### src/fpsu_pkg.sv
package fpsu_pkg;

  // datapath geometry.
  localparam int DATA_W    = 64;
  localparam int LANE_W    = 32;
  localparam int NUM_LANES = DATA_W / LANE_W;

  // field widths.
  localparam int OP_W  = 4;
  localparam int TAG_W = 4;
  localparam int SEL_W = 3;

  // forwarding and queue sizing.
  localparam int NUM_FWD     = 4;
  localparam int ISSUE_DEPTH = 4;
  localparam int OUT_DEPTH   = 4;
  localparam int OUT_CREDITS = 4;

  localparam int ISSUE_AW = $clog2(ISSUE_DEPTH);
  localparam int OUT_AW   = $clog2(OUT_DEPTH);
  localparam int CRED_W   = $clog2(OUT_CREDITS) + 1;

  // opcodes, grouped by class in the upper bits.
  typedef enum logic [OP_W-1:0] {
    op_and   = 4'h0,
    op_or    = 4'h1,
    op_xor   = 4'h2,
    op_andn  = 4'h3,
    op_padd  = 4'h4,
    op_psub  = 4'h5,
    op_swap  = 4'h8,
    op_dupl  = 4'h9,
    op_duph  = 4'ha,
    op_merge = 4'hb
  } fpsu_op_e;

  // one word, or two lanes with lane 0 in the low half.
  typedef union packed {
    logic [DATA_W-1:0]                 word;
    logic [NUM_LANES-1:0][LANE_W-1:0]  lane;
  } fpsu_data_u;

  // sel 0 takes val, sel k takes forwarding bus k-1.
  typedef struct packed {
    logic [SEL_W-1:0] sel;
    fpsu_data_u       val;
  } fpsu_src_t;

  typedef struct packed {
    fpsu_op_e         op;
    logic [TAG_W-1:0] tag;
    fpsu_src_t        a;
    fpsu_src_t        b;
  } fpsu_issue_t;

  typedef struct packed {
    fpsu_op_e         op;
    logic [TAG_W-1:0] tag;
    fpsu_data_u       a;
    fpsu_data_u       b;
  } fpsu_exec_t;

  typedef struct packed {
    logic [TAG_W-1:0] tag;
    fpsu_data_u       data;
  } fpsu_result_t;

endpackage

### src/operand_capture.sv
module operand_capture (
  input  logic                                            clk,
  input  logic                                            rst,
  input  logic                                            issue_valid,
  input  fpsu_pkg::fpsu_issue_t                           issue,
  input  fpsu_pkg::fpsu_data_u [fpsu_pkg::NUM_FWD-1:0]    fwd_bus,
  input  logic                                            alu_ready,
  output logic                                            issue_credit,
  output logic                                            exec_valid,
  output fpsu_pkg::fpsu_exec_t                            exec_pkt
);
  import fpsu_pkg::*;

  fpsu_exec_t          queue [ISSUE_DEPTH];
  logic [ISSUE_AW-1:0] wr_ptr;
  logic [ISSUE_AW-1:0] rd_ptr;
  logic [ISSUE_AW:0]   count;
  fpsu_exec_t          resolved;
  logic                push;
  logic                pop;

  // picks the operand's own value or one of the forwarding buses.
  function automatic fpsu_data_u resolve_src(
    input fpsu_src_t                  src,
    input fpsu_data_u [NUM_FWD-1:0]   bus
  );
    fpsu_data_u val;
    val = '0;
    if (src.sel == '0) begin
      val = src.val;
    end else begin
      for (int k = 0; k < NUM_FWD; k++) begin
        if (src.sel == SEL_W'(k + 1)) begin
          val = bus[k];
        end
      end
    end
    // selects past the last bus stay zero.
    return val;
  endfunction

  always_comb begin
    resolved.op  = issue.op;
    resolved.tag = issue.tag;
    resolved.a   = resolve_src(issue.a, fwd_bus);
    resolved.b   = resolve_src(issue.b, fwd_bus);
  end

  // issuer only sends while it holds a credit, so no full check here.
  assign push = issue_valid;
  assign pop  = (count != '0) && alu_ready;

  always_ff @(posedge clk) begin
    if (push) begin
      queue[wr_ptr] <= resolved;
    end
  end

  always_ff @(posedge clk) begin
    if (rst) begin
      wr_ptr <= '0;
    end else if (push) begin
      wr_ptr <= wr_ptr + 1'b1;
    end
  end

  always_ff @(posedge clk) begin
    if (rst) begin
      rd_ptr <= '0;
    end else if (pop) begin
      rd_ptr <= rd_ptr + 1'b1;
    end
  end

  always_ff @(posedge clk) begin
    if (rst) begin
      count <= '0;
    end else begin
      case ({push, pop})
        2'b10:   count <= count + 1'b1;
        2'b01:   count <= count - 1'b1;
        default: count <= count;
      endcase
    end
  end

  assign exec_valid = pop;
  assign exec_pkt   = queue[rd_ptr];

  // one credit back to the issuer for every entry that leaves.
  assign issue_credit = pop;

endmodule

### src/simd_alu.sv
module simd_alu (
  input  logic                   clk,
  input  logic                   rst,
  input  logic                   exec_valid,
  input  fpsu_pkg::fpsu_exec_t   exec_pkt,
  output logic                   res_valid,
  output fpsu_pkg::fpsu_result_t res_pkt
);
  import fpsu_pkg::*;

  logic       is_logic;
  logic       is_arith;
  logic       is_perm;
  logic       is_sub;
  fpsu_data_u a;
  fpsu_data_u b;
  fpsu_data_u logic_res;
  fpsu_data_u arith_res;
  fpsu_data_u perm_res;
  fpsu_data_u result;

  assign a = exec_pkt.a;
  assign b = exec_pkt.b;

  // class decode.
  always_comb begin
    is_logic = 1'b0;
    is_arith = 1'b0;
    is_perm  = 1'b0;
    case (exec_pkt.op)
      op_and, op_or, op_xor, op_andn:        is_logic = 1'b1;
      op_padd, op_psub:                      is_arith = 1'b1;
      op_swap, op_dupl, op_duph, op_merge:   is_perm  = 1'b1;
      default: ;
    endcase
  end

  // whole-word logic.
  always_comb begin
    case (exec_pkt.op)
      op_and:  logic_res.word = a.word & b.word;
      op_or:   logic_res.word = a.word | b.word;
      op_xor:  logic_res.word = a.word ^ b.word;
      op_andn: logic_res.word = a.word & ~b.word;
      default: logic_res.word = '0;
    endcase
  end

  // lanes wrap on their own, no carry between them.
  assign is_sub = (exec_pkt.op == op_psub);

  always_comb begin
    for (int i = 0; i < NUM_LANES; i++) begin
      if (is_sub) begin
        arith_res.lane[i] = a.lane[i] - b.lane[i];
      end else begin
        arith_res.lane[i] = a.lane[i] + b.lane[i];
      end
    end
  end

  always_comb begin
    perm_res.word = '0;
    case (exec_pkt.op)
      op_swap: begin
        perm_res.lane[1] = a.lane[0];
        perm_res.lane[0] = a.lane[1];
      end
      op_dupl: begin
        perm_res.lane[1] = a.lane[0];
        perm_res.lane[0] = a.lane[0];
      end
      op_duph: begin
        perm_res.lane[1] = a.lane[1];
        perm_res.lane[0] = a.lane[1];
      end
      op_merge: begin
        perm_res.lane[1] = a.lane[1];
        perm_res.lane[0] = b.lane[0];
      end
      default: ;
    endcase
  end

  always_comb begin
    result.word = '0;
    if (is_logic) result = logic_res;
    if (is_arith) result = arith_res;
    if (is_perm)  result = perm_res;
  end

  always_ff @(posedge clk) begin
    if (rst) begin
      res_valid <= 1'b0;
    end else begin
      res_valid <= exec_valid;
    end
  end

  always_ff @(posedge clk) begin
    if (exec_valid) begin
      res_pkt.tag  <= exec_pkt.tag;
      res_pkt.data <= result;
    end
  end

endmodule

### src/result_queue.sv
module result_queue (
  input  logic                   clk,
  input  logic                   rst,
  input  logic                   res_valid,
  input  fpsu_pkg::fpsu_result_t res_pkt,
  input  logic                   out_credit,
  output logic [2:0]             space,
  output logic                   out_valid,
  output fpsu_pkg::fpsu_result_t out
);
  import fpsu_pkg::*;

  fpsu_result_t      queue [OUT_DEPTH];
  logic [OUT_AW-1:0] wr_ptr;
  logic [OUT_AW-1:0] rd_ptr;
  logic [OUT_AW:0]   count;
  logic [CRED_W-1:0] credits;
  logic              push;
  logic              pop;

  // top level holds the ALU back before the queue can overflow.
  assign push = res_valid;
  assign pop  = (count != '0) && (credits != '0);

  always_ff @(posedge clk) begin
    if (push) begin
      queue[wr_ptr] <= res_pkt;
    end
  end

  always_ff @(posedge clk) begin
    if (rst) begin
      wr_ptr <= '0;
    end else if (push) begin
      wr_ptr <= wr_ptr + 1'b1;
    end
  end

  always_ff @(posedge clk) begin
    if (rst) begin
      rd_ptr <= '0;
    end else if (pop) begin
      rd_ptr <= rd_ptr + 1'b1;
    end
  end

  always_ff @(posedge clk) begin
    if (rst) begin
      count <= '0;
    end else begin
      case ({push, pop})
        2'b10:   count <= count + 1'b1;
        2'b01:   count <= count - 1'b1;
        default: count <= count;
      endcase
    end
  end

  // a spend and a return in the same cycle cancel.
  always_ff @(posedge clk) begin
    if (rst) begin
      credits <= CRED_W'(OUT_CREDITS);
    end else begin
      case ({pop, out_credit})
        2'b10:   credits <= credits - 1'b1;
        2'b01:   credits <= credits + 1'b1;
        default: credits <= credits;
      endcase
    end
  end

  assign space     = 3'(OUT_DEPTH) - count;
  assign out_valid = pop;
  assign out       = queue[rd_ptr];

endmodule

### src/fpsu_top.sv
module fpsu_top (
  input  logic                                          clk,
  input  logic                                          rst,
  input  logic                                          issue_valid,
  input  fpsu_pkg::fpsu_issue_t                         issue,
  input  fpsu_pkg::fpsu_data_u [fpsu_pkg::NUM_FWD-1:0]  fwd_bus,
  output logic                                          issue_credit,
  input  logic                                          out_credit,
  output logic                                          out_valid,
  output fpsu_pkg::fpsu_result_t                        out
);
  import fpsu_pkg::*;

  logic         alu_ready;
  logic         exec_valid;
  fpsu_exec_t   exec_pkt;
  logic         res_valid;
  fpsu_result_t res_pkt;
  logic [2:0]   space;

  // room for the result already in the ALU register plus the next one.
  assign alu_ready = (space > {2'b00, res_valid});

  operand_capture u_capture (
    .clk          (clk),
    .rst          (rst),
    .issue_valid  (issue_valid),
    .issue        (issue),
    .fwd_bus      (fwd_bus),
    .alu_ready    (alu_ready),
    .issue_credit (issue_credit),
    .exec_valid   (exec_valid),
    .exec_pkt     (exec_pkt)
  );

  simd_alu u_alu (
    .clk        (clk),
    .rst        (rst),
    .exec_valid (exec_valid),
    .exec_pkt   (exec_pkt),
    .res_valid  (res_valid),
    .res_pkt    (res_pkt)
  );

  result_queue u_result (
    .clk        (clk),
    .rst        (rst),
    .res_valid  (res_valid),
    .res_pkt    (res_pkt),
    .out_credit (out_credit),
    .space      (space),
    .out_valid  (out_valid),
    .out        (out)
  );

endmodule

### config.mk
export PLATFORM = sky130hd
export DESIGN_NAME = fpsu_top
export DESIGN_NICKNAME = d
export VERILOG_FILES = /design/src/fpsu_pkg.sv /design/src/operand_capture.sv /design/src/simd_alu.sv /design/src/result_queue.sv /design/src/fpsu_top.sv
export SDC_FILE = /design/constraint.sdc
export NUM_CORES = 1
export LEC_CHECK = 0
export BUFFER_PORTS_ARGS = -buffer_cell sky130_fd_sc_hd__buf_2
export CORE_MARGIN = 3
export CORE_UTILIZATION = 40
export CTS_BUF_LIST = sky130_fd_sc_hd__clkbuf_16
export DETAILED_ROUTE_END_ITERATION = 12
export GPL_TIMING_DRIVEN = 0
export PLACE_DENSITY = 0.7
export SYNTH_ARGS = -nofsm -noshare
export SYNTH_HDL_FRONTEND = slang
export SYNTH_HIERARCHICAL = 1
export SYNTH_SLANG_ARGS = --single-unit
### constraint.sdc
create_clock -name clk -period 14.95 [get_ports clk]
set_clock_uncertainty 0.2 [all_clocks]
set_input_delay 1.495 -clock clk [delete_from_list [all_inputs] [get_ports clk]]
set_output_delay 1.495 -clock clk [all_outputs]
set_load 0.01 [all_outputs]
==> results of run 1 <==
## per-layer routing
metal,track usage,vias to the layer above,wire length [um]
met4,0.0878,6,5540
met2,0.403,1691,73300
met5,0,-,40
li1,-,14600,-
met3,0.0394,300,12500
met1,0.353,16700,65100
## cells by family (layout without fill, tap and decap cells)
| logic type | after synthesis | after routing | share of synthesized area |
|---|---|---|---|
| AO/OA/AOI/OAI | 912 | 912 | 0.127 |
| XOR/XNOR | 185 | 185 | 0.0343 |
| adder cells (fa/ha/maj) | 147 | 147 | 0.0398 |
| buffers and inverters | 392 | 1038 | 0.0402 |
| flip-flops | 906 | 906 | 0.572 |
| multiplexers | 421 | 421 | 0.144 |
| other | 0 | 6 | 0 |
| AND/OR/NAND/NOR | 435 | 435 | 0.0436 |
## area by class of cell
type | instances | area share
sequential | 906 | 0.492
multi-input combinational | 2100 | 0.334
timing repair buffer | 483 | 0.0495
clock buffer | 93 | 0.0425
tap | 1524 | 0.0348
buffer | 236 | 0.0239
clock inverter | 70 | 0.0115
inverter | 156 | 0.0107
antenna | 6 | 0.000274
## power groups by stage
stage	clock network, mW	logic [mW]	registers, mW
4_1_cts	2.29	4.82	3.47
2_1_floorplan	0	3.11	3.48
6_report	2.24	4.91	3.46
3_5_place_dp	0	4.79	3.52
3_3_place_gp	0	4.73	3.54
5_1_grt	2.40	5.25	3.50
## layout by cell type, fill, tap and decap left out, types with 15 or more instances in the layout
cell	count
nand2_1	165
dfxtp_1	22
nor3_1	18
mux4_2	205
buf_2	514
nand3_1	36
xnor2_1	153
o211ai_1	92
a21o_1	23
edfxtp_1	884
o21a_1	69
buf_4	40
a21oi_1	221
a32oi_1	65
clkinv_2	17
mux2i_1	215
o21ai_1	50
o2bb2ai_1	62
a211oi_1	15
inv_1	174
nor2_1	112
clkbuf_1	118
xor2_1	32
o21ai_0	157
clkbuf_16	93
ha_1	142
a31oi_1	48
## worst min-delay path by stage
stage                                 endpoint  slack [ps]  cells after the start
3_3_place_gp    u_result/queue[2][0]$_DFFE_PP_         270                      0
5_1_grt        u_result/queue[3][38]$_DFFE_PP_         310                      0
4_1_cts         u_result/queue[2][2]$_DFFE_PP_         290                      0
2_1_floorplan   u_result/count[2]$_SDFFE_PP0P_         260                      2
6_report       u_result/queue[1][16]$_DFFE_PP_         300                      0
3_5_place_dp    u_result/count[1]$_SDFFE_PP0P_         280                      2
## sequential cells by signal, summed over array words and instances (netlist names), named ones only
| signal | flops |
|---|---|
| u_capture/rd_ptr | 2 |
| u_result/queue | 272 |
| u_result/credits | 3 |
| u_result/rd_ptr | 2 |
| u_alu/res_pkt | 68 |
| u_capture/count | 3 |
| u_alu/res_valid | 1 |
| u_capture/wr_ptr | 2 |
| u_result/count | 3 |
| u_result/wr_ptr | 2 |
| u_capture/queue | 544 |
## worst reg2reg max path, delay by kind of cell, from the launching register on
| family | cells | cell delay (ps) |
|---|---|---|
| buffers and inverters | 6 | 3320 |
| AO/OA/AOI/OAI | 7 | 2750 |
| AND/OR/NAND/NOR | 4 | 1340 |
| multiplexers | 2 | 800 |
| adder cells (fa/ha/maj) | 1 | 510 |
| flip-flops | 1 | 310 |
| XOR/XNOR | 1 | 190 |
==> results.py, run 1 <==
metrics = {
    "outcome": {
        "status": "finished clean",
    },
    "layout": {
        "num-nets-final": 4523,
        "synthToLayoutAreaGrowth_pct": 16.1,
        "multi_input_area_sq_um": 18300,
        "fillers": 10300,
        "drive_gt1_frac": 0.238,
        "regArea_sq_um": 27000,
        "stdcell_count": 5574,
        "utilization": 0.470,
        "post-route-cell-area_sq_um": 54800,
    },
    "worst_setup_path": {
        "crit_type": "reg2reg",
        "cp-end-kind": "flop",
        "cp_num_buf_inv": 6,
        "critPathLaunchType": "flop",
        "cp.required_ps": 15090,
        "path_cells": "buf_2 > buf_2 > buf_2 > mux4_2 > nor2b_1 > and2b_2 > nand2_1 > clkbuf_1 > clkbuf_1 > mux2i_1 > fa_1 > a211oi_1 > o21ai_0 > a32oi_1 > o21ai_1 > a2111oi_1 > or2_1 > clkbuf_1 > o21ai_1 > xnor2_1 > o22ai_1",
        "r2r_slack_ps": 5220,
        "rr_endpoint": "u_alu/res_pkt[26]$_DFFE_PP_",
        "arrival_ps": 9870,
        "crit_path_top_delay_cell": "clkbuf_1",
        "setup.worst_path.end": "u_alu/res_pkt[26]$_DFFE_PP_",
        "path_delay_family": "buffers and inverters",
        "crit_path_max_fanout": 10,
        "slowest_delay_ps": 1030,
        "rr_worst_depth": 21,
        "path_depth": 21,
    },
    "synthesis": {
        "mappedNetlistArea_sq_um": 47200,
        "synth_edf_count": 884,
        "synth_seq_area_share": 0.572,
        "ys_ff_latch": 906,
        "yosysWarnings": 6,
        "synth.most_common_cell": "edfxtp_1",
        "ys_types": 85,
        "ys_top_cells_by_count": "884 x edfxtp_1, 221 x a21oi_1, 215 x mux2i_1",
        "synth_fp_nets": 3947,
        "async_reset_ff_frac": 0,
        "synth_top_area_share": 0.563,
        "yosysTopAreaCell": "edfxtp_1",
        "synth_cells": 3398,
        "synth_ff_type": "edfxtp_1",
        "synthTopCellsByArea": "edfxtp_1 56%, mux4_2 9.8%, mux2i_1 4.6%, ha_1 3.8%, xnor2_1 2.8%",
        "syn_area_per_cell_sq_um": 13.9,
    },
    "routing": {
        "antenna_left": 0,
        "totalWireLength_um": 157000,
        "vias": 33300,
        "drt_first_pass_iters": 6,
        "drc": 0,
        "wl_per_cell_um": 28.1,
        "first_iter_violations": 3566,
        "post_drt_via_cell_ratio": 5.97,
    },
    "clocking": {
        "cts.sinks": 906,
        "cts_tree": "done",
        "max-clock-path-buffers": 3,
        "cts_htree_levels": 3,
        "cts_hold_buf": 0,
        "postCtsSetupRepairBufs": 0,
        "post_cts_resize_count": 0,
        "cts_root_buf": "clkbuf_16",
        "clkLatencyLatePin_ps": 660,
        "cts_buffers": 91,
        "clk_pin_slew_ps": 60,
    },
    "pwr": {
        "net-switching-power_mw": 4.25,
        "seqPwrFrac": 0.326,
        "power_density_nw_per_um2": 194,
        "ir_worst_vdd_uv": 98.8,
        "swShare": 0.400,
        "total_power_mw": 10.6,
        "pwr-share-clk": 0.211,
        "combPwrFrac": 0.463,
        "p_leak_nw": 19.6,
        "p_int_mw": 6.37,
    },
    "place": {
        "dpl.cell_count": 5405,
        "pre_cts_slack_ps": 5580,
        "dpl_cell_area_sq_um": 51800,
        "hpwlAfterDp_um": 119000,
        "port_buffers": 469,
        "place_congestion": 1.01,
    },
    "die": {
        "ios": 472,
        "core_sq_um": 117000,
        "initial_utilization": 0.404,
        "dieArea_sq_um": 122000,
        "rows": 125,
        "die_h_um": 349,
        "die_w_um": 349,
    },
    "sta": {
        "finalCriticalPeriod_ps": 9730,
        "rsz0062_at_grt": "no",
        "fmax_mhz": 103,
        "worst_slew_pin_slew_ps": 1330,
        "setup_viol": 0,
        "relSlewSlack": 0.114,
        "tns_ps": 0,
        "setup_ws_ps": 5220,
        "hold_viol": 0,
        "post-route-period-util": 0.651,
        "drv_slew": 0,
        "hold_ws_ps": 296,
    },
    "worst_hold_path": {
        "hold_class": "reg2reg",
        "hold_path.startpoint": "u_alu/res_pkt[16]$_DFFE_PP_",
    },
    "run": {
        "maxCapViolations": 0,
    },
    "global_routing": {
        "track_usage": 0.253,
        "first_global_vias": 32700,
        "antenna_found_initial": 16,
        "grt-ovfl-total": 0,
        "grt_max_degree": 57,
        "grt_pass1_wl_um": 227000,
    },
}
Power figures use the tool's default switching activity.
==> inputs of run 2 (changes only) <==
--- a/config.mk
+++ b/config.mk
@@ -11,7 +11,7 @@
 export CTS_BUF_LIST = sky130_fd_sc_hd__clkbuf_16
 export DETAILED_ROUTE_END_ITERATION = 12
 export GPL_TIMING_DRIVEN = 0
-export PLACE_DENSITY = 0.7
+export PLACE_DENSITY = 0.72
 export SYNTH_ARGS = -nofsm -noshare
 export SYNTH_HDL_FRONTEND = slang
 export SYNTH_HIERARCHICAL = 1
==> constraint.sdc (replaced) <==
create_clock -name clk -period 8.7 [get_ports clk]
set_clock_uncertainty 0.2 [all_clocks]
set_input_delay 0.87 -clock clk [delete_from_list [all_inputs] [get_ports clk]]
set_output_delay 0.87 -clock clk [all_outputs]
set_load 0.01 [all_outputs]
==> run 2 against run 1 <==
Net effect:
- the run now ends with max-capacitance violations, max-slew violations left
- utilization about the same
- sequential power rose by 72%
- routed wire length rose by 1.1%
- global-route usage increased by 0.16 points
- critical endpoint is now u_alu/res_pkt[29]$_DFFE_PP_
- largest power group unchanged
==> results.py, run 2 (synthesis gave the netlist of run 1 again) <==
metrics = {
    "layout": {
        "largest_register_ffs": 544,
        "most-common-layout-cells": "884 x edfxtp_1, 514 x buf_2, 221 x a21oi_1, 215 x mux2i_1, 205 x mux4_2",
        "final_common_cell": "edfxtp_1",
        "regMostFlops": "u_capture/queue",
        "multi_input_area_sq_um": 18300,
        "reg.largest.list": "u_capture/queue (544), u_result/queue (272), u_alu/res_pkt (68)",
        "synthToLayoutAreaGrowth_pct": 16.1,
        "utilization": 0.470,
        "num-nets-final": 4523,
        "post-route-cell-area_sq_um": 54800,
        "fillers": 10200,
        "regArea_sq_um": 27000,
        "drive_gt1_frac": 0.239,
    },
    "place": {
        "hpwlAfterDp_um": 121000,
        "dpl_cell_area_sq_um": 51800,
        "place_congestion": 0.992,
        "port_buffers": 469,
    },
    "sta": {
        "hold_viol": 0,
        "relSlewSlack": -0.0444,
        "finalCriticalPeriod_ps": 8650,
        "post-route-period-util": 0.994,
        "rsz0062_at_grt": "no",
        "fmax_mhz": 116,
        "setup_viol": 0,
        "worst_slew_pin_slew_ps": 1530,
        "drv_slew": 2,
    },
    "pwr": {
        "p_leak_nw": 19.6,
        "power_density_nw_per_um2": 333,
        "ir_worst_vdd_uv": 181,
        "total_power_mw": 18.2,
    },
    "worst_setup_path": {
        "critPathLaunchType": "flop",
        "cp.required_ps": 8860,
        "crit_type": "reg2reg",
        "crit_path_max_fanout": 10,
        "cp-end-kind": "flop",
        "arrival_ps": 8810,
    },
    "routing": {
        "drc": 0,
        "totalWireLength_um": 158000,
        "post_drt_via_cell_ratio": 5.95,
        "wl_per_cell_um": 28.4,
        "antenna_left": 0,
        "vias": 33100,
        "first_iter_violations": 3279,
        "drt_first_pass_iters": 5,
    },
    "clocking": {
        "clkLatencyLatePin_ps": 670,
        "cts_tree": "done",
        "clk_pin_slew_ps": 60,
        "postCtsSetupRepairBufs": 0,
        "cts_buffers": 91,
        "cts_root_buf": "clkbuf_16",
        "cts.sinks": 906,
        "cts_htree_levels": 3,
        "cts_hold_buf": 0,
        "max-clock-path-buffers": 3,
    },
    "outcome": {
        "violations": "max-capacitance violations, max-slew violations",
        "status": "finished, violations left",
    },
    "die": {
        "dieArea_sq_um": 122000,
        "core_sq_um": 117000,
        "initial_utilization": 0.404,
        "die_w_um": 349,
        "die_h_um": 349,
        "ios": 472,
        "rows": 125,
    },
    "global_routing": {
        "met1_usage": 0.357,
        "use_met2": 0.405,
        "grt_max_degree": 60,
        "grt-ovfl-total": 0,
        "antenna_found_initial": 9,
        "grtUsageMet3": 0.0409,
        "first_global_vias": 32700,
        "busiest_layer": "met2",
        "track_usage": 0.254,
        "grt_pass1_wl_um": 227000,
    },
    "worst_hold_path": {
        "hold_class": "in2reg",
    },
    "run": {
        "maxCapViolations": 1,
    },
}
run 2: cell types whose count changed in the layout (fill, tap and decap cells not counted), sizes merged:
cell and change:
inv -5, diode -3, clkbuf -2, buf +1, clkinvlp +1
run 2: report_power, final:
group / internal, mW / total, mW / switching, mW
clock: 2.22 / 3.82 / 1.60
sequential: 5.70 / 5.95 / 0.252
combinational: 3.00 / 8.47 / 5.47
run 2: layer usage:
layer,vias to the layer above,part of all wire
li1,14600,-
met1,16800,0.42
met2,1525,0.47
met3,258,0.077
met4,8,0.033
met5,-,0.00036
run 2: repair_timing:
| action | 4_1_cts | 5_1_grt |
|---|---|---|
| gates cloned | 0 | 0 |
| endpoints found under the setup margin | 12 | 4 |
| gates resized for setup | 3 | 6 |
run 2: worst max-delay path, stage by stage, from the launching register on:
cell,delay [ps]
dfxtp_1,300
buf_2,360
buf_2,490
buf_2,500
mux4_2,480
nor2b_2,590
and2b_2,370
and2_1,150
clkbuf_1,230
clkbuf_1,870
a31oi_1,200
xnor2_1,200
ha_1,380
nand4_1,140
nor2_1,140
a211oi_1,160
o21bai_1,310
a41oi_1,250
o41ai_1,960
a211oi_1,210
xor2_1,220
o21ai_0,570
run 2: per-stage QoR:
step / hold slack (ps) / worst slack, ps / TNS, ps / std cells
2_1_floorplan: 258 / 3340 / 0 / 3398
3_3_place_gp: 270 / -736 / -4340 / 5391
3_5_place_dp: 283 / -706 / -3530 / 5406
4_1_cts: 182 / 66.2 / 0 / 5563
5_1_grt: 195 / 48.9 / 0 / 5564
6_report: 223 / 50.8 / 0 / 5566
run 2: path summary, 6_finish.rpt:
| check | start | end | slack [ps] | cells past startpoint |
|---|---|---|---|---|
| setup / recovery | flop | u_alu/res_pkt[29]$_DFFE_PP_ | 50 | 21 |
| hold / removal | issue[139] | u_capture/queue[3][133]$_DFFE_PP_ | 220 | 1 |
| setup reg to reg | flop | u_alu/res_pkt[29]$_DFFE_PP_ | 50 | 21 |
| hold reg to reg | u_result/count[2]$_SDFFE_PP0P_ | u_result/count[2]$_SDFFE_PP0P_ | 290 | 2 |
run 2: final cells by class:
| cell class | instances | share of cell area |
|---|---|---|
| multi-input cells | 2100 | 0.335 |
| clock inverters | 66 | 0.0113 |
| diodes | 3 | 0.000137 |
| repair buffers | 484 | 0.0498 |
| inverters | 156 | 0.0107 |
| plain buffers | 235 | 0.0239 |
| well taps | 1524 | 0.0348 |
| flip-flops and latches | 906 | 0.493 |
| clock buffers | 92 | 0.0420 |
